===== src/hw/sata_cmd_pkg.sv =====
// ATA opcodes, status bit positions, FSM state enums and command layer structs
package sata_cmd_pkg;

  // Extended DMA opcodes issued for user read and write requests
  localparam logic [7:0] CMD_DMA_READ_EX  = 8'h25;
  localparam logic [7:0] CMD_DMA_WRITE_EX = 8'h35;

  // Bit positions inside the device status byte
  localparam int STATUS_BSY_BIT = 7;
  localparam int STATUS_DRQ_BIT = 3;
  localparam int STATUS_ERR_BIT = 0;

  // Features field restored after each D2H register FIS
  localparam logic [15:0] DEFAULT_FEATURES = 16'h0000;

  // User side command request, 88 bits
  typedef struct packed {
    logic [7:0]  command;
    logic [15:0] features;
    logic [15:0] sector_count;
    logic [47:0] lba;
  } user_cmd_t;

  // Host to device register FIS fields, 108 bits
  typedef struct packed {
    logic [7:0]  command;
    logic [15:0] features;
    logic [7:0]  control;
    logic [3:0]  port_mult;
    logic [7:0]  device;
    logic [47:0] lba;
    logic [15:0] sector_count;
  } h2d_reg_t;

  // Receive strobes from the transport layer
  typedef struct packed {
    logic dma_activate;
    logic d2h_reg;
    logic pio_setup;
    logic d2h_data;
    logic set_device_bits;
  } tl_event_t;

  // Device values, valid while the matching event strobe is high
  typedef struct packed {
    logic [7:0] d2h_status;
    logic [7:0] pio_e_status;
    logic       pio_direction;
  } dev_report_t;

  // Control machine: idle or inside a PIO transfer
  typedef enum logic [1:0] {
    CTRL_IDLE      = 2'd0,
    CTRL_PIO_READ  = 2'd1,
    CTRL_PIO_WRITE = 2'd2
  } ctrl_state_t;

  // Read machine: idle or waiting for the closing D2H register FIS
  typedef enum logic [1:0] {
    RD_IDLE      = 2'd0,
    RD_WAIT_DATA = 2'd1
  } read_state_t;

  // Write machine: one loop per DMA activate
  typedef enum logic [1:0] {
    WR_IDLE         = 2'd0,
    WR_WAIT_DMA_ACT = 2'd1,
    WR_WAIT_DATA    = 2'd2,
    WR_SEND_DATA    = 2'd3
  } write_state_t;

endpackage


===== src/hw/sata_h2d_builder.sv =====
// H2D register builder: opcode select, held features, LBA and count, command strobe
module sata_h2d_builder #(
  parameter logic [3:0] PORT_MULT  = 4'h0,
  parameter logic [7:0] DEVICE_REG = 8'h40
) (
  input  logic                    clk,
  input  logic                    command_layer_reset,
  input  logic                    linkup,
  input  sata_cmd_pkg::user_cmd_t user_cmd,
  input  logic                    read_data_stb,
  input  logic                    write_data_stb,
  input  logic                    send_user_command_stb,
  input  logic                    d2h_reg_stb,
  input  logic                    srst,
  output sata_cmd_pkg::h2d_reg_t  h2d,
  output logic                    t_send_command_stb
);

  logic        layer_clear;
  logic [7:0]  command_sel;
  logic [7:0]  command_q;
  logic [15:0] features_q;
  logic [47:0] lba_q;
  logic [15:0] sector_count_q;

  // Link loss acts like a reset
  assign layer_clear = command_layer_reset || !linkup;

  // Any user request becomes a register FIS
  assign t_send_command_stb = read_data_stb || write_data_stb || send_user_command_stb;

  // Write wins over read, read over user opcode
  always_comb begin
    if (write_data_stb) begin
      command_sel = sata_cmd_pkg::CMD_DMA_WRITE_EX;
    end else if (read_data_stb) begin
      command_sel = sata_cmd_pkg::CMD_DMA_READ_EX;
    end else if (send_user_command_stb) begin
      command_sel = user_cmd.command;
    end else begin
      command_sel = command_q;
    end
  end

  always_ff @(posedge clk) begin
    if (layer_clear) begin
      command_q  <= '0;
      features_q <= sata_cmd_pkg::DEFAULT_FEATURES;
    end else begin
      if (t_send_command_stb) begin
        command_q <= command_sel;
      end
      // Device status closes the command, features go back to default
      if (d2h_reg_stb) begin
        features_q <= sata_cmd_pkg::DEFAULT_FEATURES;
      end
      // A new user command overrides the restore
      if (send_user_command_stb) begin
        features_q <= user_cmd.features;
      end
    end
  end

  // Address and count held between requests
  always_ff @(posedge clk) begin
    if (t_send_command_stb) begin
      lba_q          <= user_cmd.lba;
      sector_count_q <= user_cmd.sector_count;
    end
  end

  always_comb begin
    h2d.command      = command_sel;
    h2d.features     = features_q;
    // SRST sits in bit 2 of device control
    h2d.control      = {5'b00000, srst, 2'b00};
    h2d.port_mult    = PORT_MULT;
    h2d.device       = DEVICE_REG;
    // Bypass so the fields are valid with the strobe
    h2d.lba          = t_send_command_stb ? user_cmd.lba : lba_q;
    h2d.sector_count = t_send_command_stb ? user_cmd.sector_count : sector_count_q;
  end

  // User requests are mutually exclusive
  a_one_request: assert property (@(posedge clk) disable iff (layer_clear)
    $onehot0({read_data_stb, write_data_stb, send_user_command_stb}));

endmodule


===== src/hw/sata_control_fsm.sv =====
// Control FSM: soft reset handshake, status byte, busy flag, PIO flow, layer ready
module sata_control_fsm (
  input  logic                      clk,
  input  logic                      command_layer_reset,
  input  logic                      linkup,
  input  sata_cmd_pkg::tl_event_t   tl_event,
  input  sata_cmd_pkg::dev_report_t dev_report,
  input  logic                      t_send_command_stb,
  input  logic                      soft_reset_request,
  input  logic                      send_sync_escape,
  input  logic                      t_if_activate,
  input  logic                      transport_layer_ready,
  input  logic                      read_active,
  input  logic                      write_active,
  output logic                      srst,
  output logic                      t_send_control_stb,
  output logic                      pio_data_ready,
  output logic                      sata_busy,
  output logic                      hard_drive_error,
  output logic                      command_layer_ready
);

  sata_cmd_pkg::ctrl_state_t state;
  logic                      layer_clear;
  logic [7:0]                status;

  assign layer_clear = command_layer_reset || !linkup;

  // Ready only when every machine rests and the transport can take a FIS
  assign command_layer_ready = (state == sata_cmd_pkg::CTRL_IDLE) &&
                               !read_active && !write_active &&
                               transport_layer_ready;

  assign hard_drive_error = status[sata_cmd_pkg::STATUS_ERR_BIT];

  always_ff @(posedge clk) begin
    if (layer_clear) begin
      state              <= sata_cmd_pkg::CTRL_IDLE;
      srst               <= 1'b0;
      t_send_control_stb <= 1'b0;
      pio_data_ready     <= 1'b0;
      status             <= 8'h00;
      // Device state unknown until the first register FIS
      sata_busy          <= 1'b1;
    end else begin
      // Strobes default low
      t_send_control_stb <= 1'b0;
      pio_data_ready     <= 1'b0;

      // Busy tracking
      if (tl_event.d2h_reg) begin
        sata_busy <= 1'b0;
      end
      if (t_send_command_stb || t_send_control_stb) begin
        sata_busy <= 1'b1;
      end

      case (state)
        sata_cmd_pkg::CTRL_IDLE: begin
          // First control FIS, SRST set
          if (soft_reset_request && !srst) begin
            srst               <= 1'b1;
            t_send_control_stb <= 1'b1;
          end
          // Second control FIS once the request drops
          // Spaced away from the first one
          if (command_layer_ready && !soft_reset_request && srst &&
              !t_send_control_stb) begin
            srst               <= 1'b0;
            t_send_control_stb <= 1'b1;
          end

          // Device starts a PIO transfer
          if (tl_event.pio_setup) begin
            if (dev_report.pio_direction) begin
              state <= sata_cmd_pkg::CTRL_PIO_READ;
            end else begin
              state <= sata_cmd_pkg::CTRL_PIO_WRITE;
            end
          end

          // Status capture
          if (tl_event.set_device_bits || tl_event.d2h_reg) begin
            status <= dev_report.d2h_status;
          end
        end

        sata_cmd_pkg::CTRL_PIO_READ: begin
          // Data FIS belongs to this PIO read
          if (tl_event.d2h_data) begin
            pio_data_ready <= 1'b1;
            status         <= dev_report.pio_e_status;
            state          <= sata_cmd_pkg::CTRL_IDLE;
          end
        end

        sata_cmd_pkg::CTRL_PIO_WRITE: begin
          // Transport took the outgoing buffer
          if (t_if_activate) begin
            status <= dev_report.pio_e_status;
            state  <= sata_cmd_pkg::CTRL_IDLE;
          end
        end

        default: begin
          state <= sata_cmd_pkg::CTRL_IDLE;
        end
      endcase

      // Sync escape aborts any flow
      if (send_sync_escape) begin
        state     <= sata_cmd_pkg::CTRL_IDLE;
        sata_busy <= 1'b0;
      end
    end
  end

  // Two control FISes never go out back to back
  a_ctrl_spacing: assert property (@(posedge clk) disable iff (layer_clear)
    t_send_control_stb |=> !t_send_control_stb);

endmodule


===== src/hw/sata_read_fsm.sv =====
// Read FSM: outstanding DMA read tracking and sync escape generation
module sata_read_fsm (
  input  logic clk,
  input  logic command_layer_reset,
  input  logic linkup,
  input  logic read_data_stb,
  input  logic command_layer_ready,
  input  logic d2h_reg_stb,
  input  logic send_sync_escape,
  input  logic soft_reset_request,
  output logic read_active,
  output logic sync_escape
);

  sata_cmd_pkg::read_state_t state;
  logic                      layer_clear;

  assign layer_clear = command_layer_reset || !linkup;

  // Busy level back to the control FSM
  assign read_active = (state != sata_cmd_pkg::RD_IDLE);

  always_ff @(posedge clk) begin
    if (layer_clear) begin
      state       <= sata_cmd_pkg::RD_IDLE;
      sync_escape <= 1'b0;
    end else begin
      // User escape, or a soft reset cutting a read short
      sync_escape <= send_sync_escape || (soft_reset_request && read_active);

      case (state)
        sata_cmd_pkg::RD_IDLE: begin
          // New read only from a quiet layer
          if (command_layer_ready && read_data_stb) begin
            state <= sata_cmd_pkg::RD_WAIT_DATA;
          end
        end
        sata_cmd_pkg::RD_WAIT_DATA: begin
          // Data arrives on the transport, the state only marks busy
          if (d2h_reg_stb) begin
            state <= sata_cmd_pkg::RD_IDLE;
          end
        end
        default: begin
          state <= sata_cmd_pkg::RD_IDLE;
        end
      endcase

      // Abort paths
      if (send_sync_escape || soft_reset_request) begin
        state <= sata_cmd_pkg::RD_IDLE;
      end
    end
  end

endmodule


===== src/hw/sata_write_fsm.sv =====
// Write FSM: DMA activate wait, buffer ready gating and data FIS strobe
module sata_write_fsm (
  input  logic clk,
  input  logic command_layer_reset,
  input  logic linkup,
  input  logic write_data_stb,
  input  logic command_layer_ready,
  input  logic dma_activate_stb,
  input  logic d2h_reg_stb,
  input  logic send_sync_escape,
  input  logic soft_reset_request,
  input  logic tx_buffer_ready,
  input  logic t_if_activate,
  input  logic transport_layer_ready,
  output logic write_active,
  output logic t_if_ready,
  output logic t_send_data_stb
);

  sata_cmd_pkg::write_state_t state;
  logic                       layer_clear;
  logic                       dma_act_seen;
  logic                       tl_ready_en;
  logic                       write_abort;

  assign layer_clear = command_layer_reset || !linkup;

  // Device status or any escape ends the burst sequence
  assign write_abort = d2h_reg_stb || send_sync_escape || soft_reset_request;

  assign write_active = (state != sata_cmd_pkg::WR_IDLE);

  // Buffer offered to the transport only while enabled
  assign t_if_ready = tx_buffer_ready && tl_ready_en;

  always_ff @(posedge clk) begin
    if (layer_clear) begin
      state           <= sata_cmd_pkg::WR_IDLE;
      dma_act_seen    <= 1'b0;
      tl_ready_en     <= 1'b0;
      t_send_data_stb <= 1'b0;
    end else begin
      t_send_data_stb <= 1'b0;

      // Latch activate so a strobe is never lost
      if (dma_activate_stb) begin
        dma_act_seen <= 1'b1;
      end
      // Transport took the buffer
      if (tl_ready_en && t_if_activate) begin
        tl_ready_en <= 1'b0;
      end

      case (state)
        sata_cmd_pkg::WR_IDLE: begin
          if (command_layer_ready && write_data_stb) begin
            state <= sata_cmd_pkg::WR_WAIT_DMA_ACT;
          end
        end
        sata_cmd_pkg::WR_WAIT_DMA_ACT: begin
          // Device can take the next data FIS
          if (dma_act_seen) begin
            dma_act_seen <= 1'b0;
            tl_ready_en  <= 1'b1;
            state        <= sata_cmd_pkg::WR_WAIT_DATA;
          end
        end
        sata_cmd_pkg::WR_WAIT_DATA: begin
          if (t_if_activate) begin
            state <= sata_cmd_pkg::WR_SEND_DATA;
          end
        end
        sata_cmd_pkg::WR_SEND_DATA: begin
          // Holds here for as long as the transport stalls
          if (transport_layer_ready) begin
            t_send_data_stb <= 1'b1;
            state           <= sata_cmd_pkg::WR_WAIT_DMA_ACT;
          end
        end
        default: begin
          state <= sata_cmd_pkg::WR_IDLE;
        end
      endcase

      // Back to idle, buffer withdrawn
      if (write_abort) begin
        state       <= sata_cmd_pkg::WR_IDLE;
        tl_ready_en <= 1'b0;
      end
    end
  end

  // Data FIS only follows a ready transport
  a_data_after_ready: assert property (@(posedge clk) disable iff (layer_clear)
    t_send_data_stb |-> $past(transport_layer_ready));

endmodule


===== src/hw/sata_command_layer.sv =====
// SATA command layer top: builder, control, read and write FSM instances
module sata_command_layer #(
  parameter logic [3:0] PORT_MULT  = 4'h0,
  parameter logic [7:0] DEVICE_REG = 8'h40
) (
  input  logic                      clk,
  input  logic                      command_layer_reset,
  input  sata_cmd_pkg::user_cmd_t   user_cmd,
  input  logic                      read_data_stb,
  input  logic                      write_data_stb,
  input  logic                      send_user_command_stb,
  input  logic                      send_sync_escape,
  input  logic                      soft_reset_request,
  input  logic                      linkup,
  input  logic                      transport_layer_ready,
  input  logic                      tx_buffer_ready,
  input  sata_cmd_pkg::tl_event_t   tl_event,
  input  sata_cmd_pkg::dev_report_t dev_report,
  input  logic                      t_if_activate,
  output sata_cmd_pkg::h2d_reg_t    h2d,
  output logic                      t_send_command_stb,
  output logic                      t_send_control_stb,
  output logic                      t_send_data_stb,
  output logic                      sync_escape,
  output logic                      pio_data_ready,
  output logic                      command_layer_ready,
  output logic                      sata_busy,
  output logic                      hard_drive_error,
  output logic                      t_if_ready
);

  // Inter-machine wires
  logic srst;
  logic read_active;
  logic write_active;

  // Outgoing register FIS contents
  sata_h2d_builder #(
    .PORT_MULT  (PORT_MULT),
    .DEVICE_REG (DEVICE_REG)
  ) u_builder (
    .clk                   (clk),
    .command_layer_reset   (command_layer_reset),
    .linkup                (linkup),
    .user_cmd              (user_cmd),
    .read_data_stb         (read_data_stb),
    .write_data_stb        (write_data_stb),
    .send_user_command_stb (send_user_command_stb),
    .d2h_reg_stb           (tl_event.d2h_reg),
    .srst                  (srst),
    .h2d                   (h2d),
    .t_send_command_stb    (t_send_command_stb)
  );

  // Soft reset, status and PIO
  sata_control_fsm u_control (
    .clk                   (clk),
    .command_layer_reset   (command_layer_reset),
    .linkup                (linkup),
    .tl_event              (tl_event),
    .dev_report            (dev_report),
    .t_send_command_stb    (t_send_command_stb),
    .soft_reset_request    (soft_reset_request),
    .send_sync_escape      (send_sync_escape),
    .t_if_activate         (t_if_activate),
    .transport_layer_ready (transport_layer_ready),
    .read_active           (read_active),
    .write_active          (write_active),
    .srst                  (srst),
    .t_send_control_stb    (t_send_control_stb),
    .pio_data_ready        (pio_data_ready),
    .sata_busy             (sata_busy),
    .hard_drive_error      (hard_drive_error),
    .command_layer_ready   (command_layer_ready)
  );

  sata_read_fsm u_read (
    .clk                 (clk),
    .command_layer_reset (command_layer_reset),
    .linkup              (linkup),
    .read_data_stb       (read_data_stb),
    .command_layer_ready (command_layer_ready),
    .d2h_reg_stb         (tl_event.d2h_reg),
    .send_sync_escape    (send_sync_escape),
    .soft_reset_request  (soft_reset_request),
    .read_active         (read_active),
    .sync_escape         (sync_escape)
  );

  sata_write_fsm u_write (
    .clk                   (clk),
    .command_layer_reset   (command_layer_reset),
    .linkup                (linkup),
    .write_data_stb        (write_data_stb),
    .command_layer_ready   (command_layer_ready),
    .dma_activate_stb      (tl_event.dma_activate),
    .d2h_reg_stb           (tl_event.d2h_reg),
    .send_sync_escape      (send_sync_escape),
    .soft_reset_request    (soft_reset_request),
    .tx_buffer_ready       (tx_buffer_ready),
    .t_if_activate         (t_if_activate),
    .transport_layer_ready (transport_layer_ready),
    .write_active          (write_active),
    .t_if_ready            (t_if_ready),
    .t_send_data_stb       (t_send_data_stb)
  );

endmodule


===== config.mk =====
export PLATFORM = sky130hd
export DESIGN_NAME = sata_command_layer
export DESIGN_NICKNAME = d
export VERILOG_FILES = /design/src/hw/sata_cmd_pkg.sv /design/src/hw/sata_h2d_builder.sv /design/src/hw/sata_control_fsm.sv /design/src/hw/sata_read_fsm.sv /design/src/hw/sata_write_fsm.sv /design/src/hw/sata_command_layer.sv
export SDC_FILE = /design/constraint.sdc
export NUM_CORES = 1
export LEC_CHECK = 0
export ABC_AREA = 1
export BUFFER_PORTS_ARGS = -buffer_cell sky130_fd_sc_hd__buf_2
export CAP_MARGIN = 40
export CORE_MARGIN = 4
export CORE_UTILIZATION = 46
export CTS_CLUSTER_SIZE = 20
export DETAILED_ROUTE_END_ITERATION = 8
export PLACE_DENSITY_LB_ADDON = 0.05
export SLEW_MARGIN = 20
export SYNTH_ARGS = -nofsm -noshare
export SYNTH_HDL_FRONTEND = slang
export SYNTH_SLANG_ARGS = --single-unit

===== constraint.sdc =====
create_clock -name clk -period 3 [get_ports clk]
set_input_delay 0.3 -clock clk [delete_from_list [all_inputs] [get_ports clk]]
set_output_delay 0.3 -clock clk [all_outputs]
set_load 0.05 [all_outputs]

## After elaboration in Yosys (flattened, before gate mapping)

Cells that the tools add are included.

- Bits in registers: 103
- Output and inout port bits: 117
- Input bits: 121
- Word-level logic and storage cells: 121

- Multiplexer cells: 39
- Reduce and logical (&&, ||, !) cells: 47
- Bitwise operators: 3
- Eq/ne operators: 16

Operators by type and width:

| cell | count |
|---|---|
| $mux W16 | 3 |
| $mux W48 | 1 |
| $mux W8 | 3 |
| $mux W2 | 10 |
| $mux W1 | 18 |
| $ne A2 B2 Y1 const B | 7 |
| $logic_and A1 B1 Y1 | 12 |
| $reduce_or A2 Y1 | 6 |
| $logic_or A1 B1 Y1 | 9 |
| $pmux W2 S4 | 1 |
| $reduce_and A4 Y1 | 2 |
| $reduce_bool A2 Y1 | 4 |
| $eq A2 B1 Y1 const B | 3 |
| $eq A2 B2 Y1 const B | 3 |
| $logic_not A1 Y1 | 6 |
| $logic_not A2 Y1 | 3 |
| $ne A2 B1 Y1 const B | 3 |
| $pmux W2 S3 | 1 |
| $reduce_bool A3 Y1 | 2 |
| $pmux W2 S2 | 1 |
| $reduce_and A2 Y1 | 2 |
| $not A1 Y1 | 3 |
| $pmux W1 S3 | 1 |
| $reduce_and A3 Y1 | 1 |

## Longest topological paths before layout

Gate-level depths: netlist of the first run.

- Word-level depth: 10
- Depth in mapped cells: 10
- Depth with buffers taken out: 9

## Cells and area by module

Synthesis of the first run repeated with hierarchy kept, for this count alone.

- Cells, all modules: 549
- Area total of the unflattened synthesis: 4116.4 sq um

Modules (own cells, without submodules):

| module | instances | cells an instance | area an instance (sq um) | sequential area each (sq um) |
|---|---|---|---|---|
| sata_h2d_builder | 1 | 426 | 3298.2 | 1761.7 |
| sata_control_fsm | 1 | 65 | 420.4 | 140.1 |
| sata_write_fsm | 1 | 47 | 315.3 | 100.1 |
| sata_read_fsm | 1 | 11 | 82.6 | 40.0 |

## Worst setup path before layout of the first run

Ideal clock, no wire load.

- Path type: input -> output
- From: input port send_user_command_stb
- To: output port h2d[51] in the netlist's numbering
- Buffers on the path: 1
- Arrival time: 1.230 ns
- Path slack: 1.470 ns
- Required time: 2.700 ns
- Cell stages on the path: 5
- Path through: inv_1 -> nand2_4 -> buf_2 -> nand2_1 -> nand2_1

RTL lines:

| what | line | source |
|---|---|---|
| start: declaration | sata_command_layer.sv:11 | `input logic send_user_command_stb,` |
| end: declaration | sata_command_layer.sv:20 | `output sata_cmd_pkg::h2d_reg_t h2d,` |

==> impl_metrics.toml, run 1 <==
[sta]
fin_setup_tns_ns = 0
grt_setup_unrepaired = "no"
setup_viol = 0
worst_pin_slew_ns = 0.652
slew_violations = 0
fin_worst_skew_ns = 0.00655
hold_viol_final = 0
setup_slack_ns = 0.742
period_needed_ns = 2.26
max_freq_mhz = 443
max-slew-margin-rel_pct = 56.5
finalCritPeriodShare_pct = 75.3

[synthesis]
synth_seq_cells = 102
synth-main-ff-cell = "dfxtp_1"
synth_area_um2 = 3890
async_flop_share_pct = 0
synth_mux_area_share_pct = 0.257
synth_cell_types = 26
synth-simple-area-share_pct = 29.5
ys_seq_area_share_pct = 52.5
postSynthAreaPerCell_um2 = 7.57
synth-compound-area-share_pct = 5.15
synthXorXnorAreaFrac_pct = 0
syn_inst = 514
yosys_warnings = 0
synth_fa_ha_area_share_pct = 2.25
synth_edf_count = 0
synth_top_family_by_area = "simple AND/OR/NAND/NOR gates"

[pwr]
powerDensity_nw_per_um2 = 598
clkPwrFrac_pct = 29.3
combPwrFrac_pct = 22.4
cellInternalPower_mw = 1.99
leakage_nw = 2.83
power.switching_mw = 1.03
p_seq_share_pct = 48.3
swShare_pct = 34.0
worst_ir_drop_vdd_v = 0.000319

[die]
die_y_um = 99.9
ios = 238
rows = 33
initial_utilization_pct = 47.3
design.core.area_um2 = 8220
die_area_um2 = 9990
chipWidth_um = 99.9

[clocking]
cts_setup_buffers = 0
ctsResizeCount = 0
ctsRootBufferMaster = "clkbuf_8"
clk_pin_slew_ns = 0.11
cts_made_buffers = 9
cts_tree = "built"
clkLatencyLatePin_ns = 0.35
cts_max_path_buffers = 2
htreeDepth = 3
ctsHoldBuffers = 0
cts_sinks = 102

[min_path]
hold_end = "u_builder.sector_count_q[11]$_DFF_P_"
holdPathStages = 3
hp-start = "user_cmd[59]"
hold_class = "in2reg"

[critical_path]
ff2ff_setup_slack_ns = 1.51
rr_endpoint = "u_write.state[0]$_SDFFE_PP0P_"
crit_fanout = 68
startpoint_type = "input port"
crit_arrival_ns = 1.96
rr_startpoint = "u_control.state[1]$_SDFFE_PP0P_"
path_class = "in2out"
r2r_cells = 9
endpoint_kind = "primary output"
critPathRequiredTime_ns = 2.70

[placement]
place_ws_ns = 0.698
dpl_cell_area_um2 = 4850
gp_congestion = 0.922
io_buffers = 204
post-dp-hpwl_mm = 7.19

[grt]
grt_pass1_wl_mm = 15.3
gr-total-overflow = 0
track_usage_pct = 19.0
grt_max_degree = 69
grt_pass1_vias = 3325
antenna_found_initial = 0

[final_layout]
fin_nets = 836
num_antenna_cells = 0
drive_above_1_share_pct = 32.4
num-fill-cells = 818
final_cell_area_um2 = 5050
synthToLayoutAreaGrowth_pct = 30.0
final_core_util_pct = 61.5

[route]
initialDrtViolationCount = 78
ant_nets = 0
drt_wl_total_mm = 9.62
routed_via_density = 4.39
vias = 3595
drc = 0
firstDrtPassIters = 6
wl_per_cell_um = 11.8

[run_status]
outcome = "finished clean"

[job]
drv_cap = 0
[logic make-up (layout without fill, tap and decap cells)]
logic type	Yosys count	in the layout
compound gates	36	36
fa+ha+maj	7	7
simple gates	294	294
flops	102	102
mux	1	1
other cells	2	19
buf+inv	72	254
[stage by stage]
| step | cells | hold slack, ns | total power, mW |
|---|---|---|---|
| after global placement | 802 | 0.420 | 2.17 |
| final | 818 | 0.139 | 3.02 |
| after detailed placement | 802 | 0.425 | 2.17 |
| after floorplan | 531 | 0.409 | 2.01 |
| after global routing | 818 | 0.113 | 3.17 |
| after CTS | 818 | 0.119 | 3.06 |
[worst max-delay path by stage]
stage                     startpoint       end  cells past startpoint
3_3_place_gp   send_user_command_stb  h2d[102]                      7
6_report       send_user_command_stb   h2d[45]                      7
3_5_place_dp   send_user_command_stb  h2d[102]                      7
2_1_floorplan  send_user_command_stb   h2d[51]                      5
5_1_grt        send_user_command_stb   h2d[44]                      7
4_1_cts        send_user_command_stb  h2d[102]                      7
[layer usage]
| metal | up-vias | share of wire (%) | global-route usage [%] |
|---|---|---|---|
| met4 | 0 | 1.9 | 7.04 |
| met2 | 168 | 46 | 31.4 |
| met1 | 1496 | 39 | 21.5 |
| met5 | - | 0 | 0 |
| li1 | 1916 | - | - |
| met3 | 15 | 13 | 8.48 |
[synthesized netlist by cell type, types with 2 or more instances]
master,count,share of area (%)
a21oi_1,23,3.0
a22oi_1,4,0.77
buf_2,12,1.5
buf_4,22,4.2
buf_6,3,0.87
clkbuf_1,2,0.19
conb_1,2,0.19
dfxtp_1,102,53
ha_1,7,2.3
inv_1,30,2.9
nand2_1,261,25
nand3_1,6,0.77
nor2_1,20,1.9
nor2_4,3,0.87
o21ai_0,2,0.26
o22ai_1,4,0.64
or2_2,2,0.32
[power groups by stage]
| stage | sequential, mW | clock [mW] | combinational (mW) |
|---|---|---|---|
| after detailed placement | 1.49 | 0 | 0.681 |
| final | 1.46 | 0.884 | 0.678 |
| after floorplan | 1.52 | 0 | 0.494 |
| after global routing | 1.47 | 0.970 | 0.729 |
| after global placement | 1.49 | 0 | 0.678 |
| after CTS | 1.46 | 0.915 | 0.683 |
[placed cells by master, fill, tap and decap left out, drive strengths merged]
| master | count |
|---|---|
| clkinvlp | 1 |
| nand2 | 262 |
| clkbuf | 9 |
| a21oi | 23 |
| dfxtp | 102 |
| nand3 | 6 |
| o22a | 1 |
| bufinv | 1 |
| or2 | 2 |
| a22oi | 4 |
| buf | 206 |
| conb | 19 |
| nor2 | 24 |
| o22ai | 4 |
| ha | 7 |
| inv | 35 |
| mux2i | 1 |
| a31oi | 1 |
| clkinv | 2 |
| o21ai | 3 |
[layout make-up]
class / count / area [um^2] / area share [%]
Inverter: 32 / 123 / 2.43
Clock inverter: 7 / 80.1 / 1.58
Tap cell: 105 / 131 / 2.60
Sequential cell: 102 / 2040 / 40.4
Clock buffer: 9 / 124 / 2.45
Multi-Input combinational cell: 357 / 1520 / 30.0
Timing Repair Buffer: 206 / 1040 / 20.5
[flip-flops by register name, indices dropped and copies added, names as in the netlist, 2 cells and up]
register and cells:
u_control.state 2, u_builder.command_q 8, u_builder.features_q 16, u_builder.sector_count_q 16, u_write.state 2, u_builder.lba_q 48
[worst max-delay path: stages]
cell and delay [ns]:
buf_2 0.32, inv_1 0.16, nand2_4 0.11, buf_4 0.51, nand2_1 0.11, nand2_1 0.12, buf_2 0.27
No activity file was read; power rests on OpenSTA's default activity.
==> run 2: changes to the inputs <==
- CORE_UTILIZATION: 46 -> 43
- clock period: 3 -> 2.2 ns (I/O delays scaled with it)
==> run 2 against run 1 <==
Effect of this change:
- sequential share of layout area down 0.17 points
- count of clock-buffer cells in the layout did not move
- cell count grew 0.61%
- total power is 33% higher
- setup slack worse by 0.41 ns
- non-clock buffer count rose by 2
==> impl_metrics.toml, run 2 (synthesis gave the netlist of run 1 again) <==
[critical_path]
endpoint_kind = "primary output"
critPathRequiredTime_ns = 1.98
startpoint_type = "register"
crit_arrival_ns = 1.65
crit_fanout = 8
path_class = "reg2out"

[placement]
post-dp-hpwl_mm = 7.53
place_ws_ns = 0.400
io_buffers = 204
gp_congestion = 0.835
dpl.cell_count = 807

[sta]
hold_viol_final = 0
fin_setup_tns_ns = 0
slew_violations = 0
finalCritPeriodShare_pct = 85.0
grt_setup_unrepaired = "no"
max_freq_mhz = 535
setup_slack_ns = 0.331
setup_viol = 0
fin_worst_skew_ns = 0.00905
period_needed_ns = 1.87

[route]
ant_nets = 0
drt_wl_total_mm = 9.90
initialDrtViolationCount = 57
firstDrtPassIters = 4
met1_length_mm = 3.87
top_layer = "met4"
drc = 0
wl_met3_mm = 1.24
routed_via_density = 4.37
wl_per_cell_um = 12.0
vias = 3596
dr_wl_met2_mm = 4.64

[final_layout]
finalNonFillerCells = 823
largest_reg_flops = 48
reg_top3 = "u_builder.lba_q: 48 flops, u_builder.features_q: 16 flops, u_builder.sector_count_q: 16 flops"
final_core_util_pct = 57.9
final_common_cell = "nand2_1"
num-fill-cells = 871
synthToLayoutAreaGrowth_pct = 30.5
top_register = "u_builder.lba_q"
layout_common_cells = "nand2_1 (261), buf_2 (204), dfxtp_1 (102)"
num_antenna_cells = 0
drive_above_1_share_pct = 32.6
fin_nets = 838

[clocking]
cts_setup_buffers = 0
cts_max_path_buffers = 2
ctsRootBufferMaster = "clkbuf_8"
cts_sinks = 102
ctsResizeCount = 0
clk_pin_slew_ns = 0.11
cts_tree = "built"
clkLatencyLatePin_ns = 0.36
cts_made_buffers = 9
htreeDepth = 3
ctsHoldBuffers = 0

[grt]
track_usage_pct = 17.8
grt_pass1_wl_mm = 14.9
antenna_found_initial = 0
grt_max_degree = 69
gr-total-overflow = 0
grt_pass1_vias = 3218

[pwr]
powerDensity_nw_per_um2 = 791
leakage_nw = 2.84
finalPower_mw = 4.02
worst_ir_drop_vdd_v = 0.000381

[die]
initial_utilization_pct = 44.4
die_area_um2 = 10600
rows = 34
ios = 238
chipWidth_um = 103
design.core.area_um2 = 8760
die_y_um = 103

[job]
drv_cap = 0

[run_status]
outcome = "finished clean"

[min_path]
hold_class = "in2reg"
## run 2: through the flow
step / instance area (um^2) / hold slack (ns)
finish: 5070 / 0.0609
CTS: 5070 / 0.0401
global route: 5070 / 0.0349
floorplan: 3950 / 0.329
detailed placement: 4890 / 0.424
global placement: 4890 / 0.423
## run 2: path summary, 6_finish.rpt
| kind | startpoint | endpoint | slack (ns) | cells past startpoint |
|---|---|---|---|---|
| worst max-delay path | u_control.state[1]$_SDFFE_PP0P_ | command_layer_ready | 0.33 | 5 |
| worst min-delay path | user_cmd[11] | u_builder.lba_q[11]$_DFF_P_ | 0.06 | 3 |
| worst max register to register | u_control.state[1]$_SDFFE_PP0P_ | u_write.state[0]$_SDFFE_PP0P_ | 0.72 | 9 |
| worst min register to register | u_builder.sector_count_q[2]$_DFF_P_ | u_builder.sector_count_q[2]$_DFF_P_ | 0.44 | 2 |
## run 2: power by group
group	switching (mW)	internal (mW)	total, mW
Sequential	0.0309	1.96	1.99
Clock	0.665	0.428	1.09
Combinational	0.711	0.223	0.934
## run 2: final cells by class
type,count,area (um^2),area share (%)
Tap cell,108,135,2.66
Inverter,32,123,2.42
Clock inverter,7,57.6,1.13
Clock buffer,9,124,2.44
Sequential cell,102,2040,40.2
Multi-Input combinational cell,357,1520,29.9
Timing Repair Buffer,208,1080,21.2
## run 2: layer usage
metal  GRT usage [%]  vias up
met5               0        -
met4            6.37        0
met3            7.17       11
met2            29.6      145
met1            20.7     1520
li1                -     1920
## run 2: worst max-delay path, stage by stage (launching register included)
cell     delay (ns)
dfxtp_1        0.33
inv_1          0.10
ha_1           0.31
nand2_1        0.14
nor2_4         0.13
buf_2          0.28
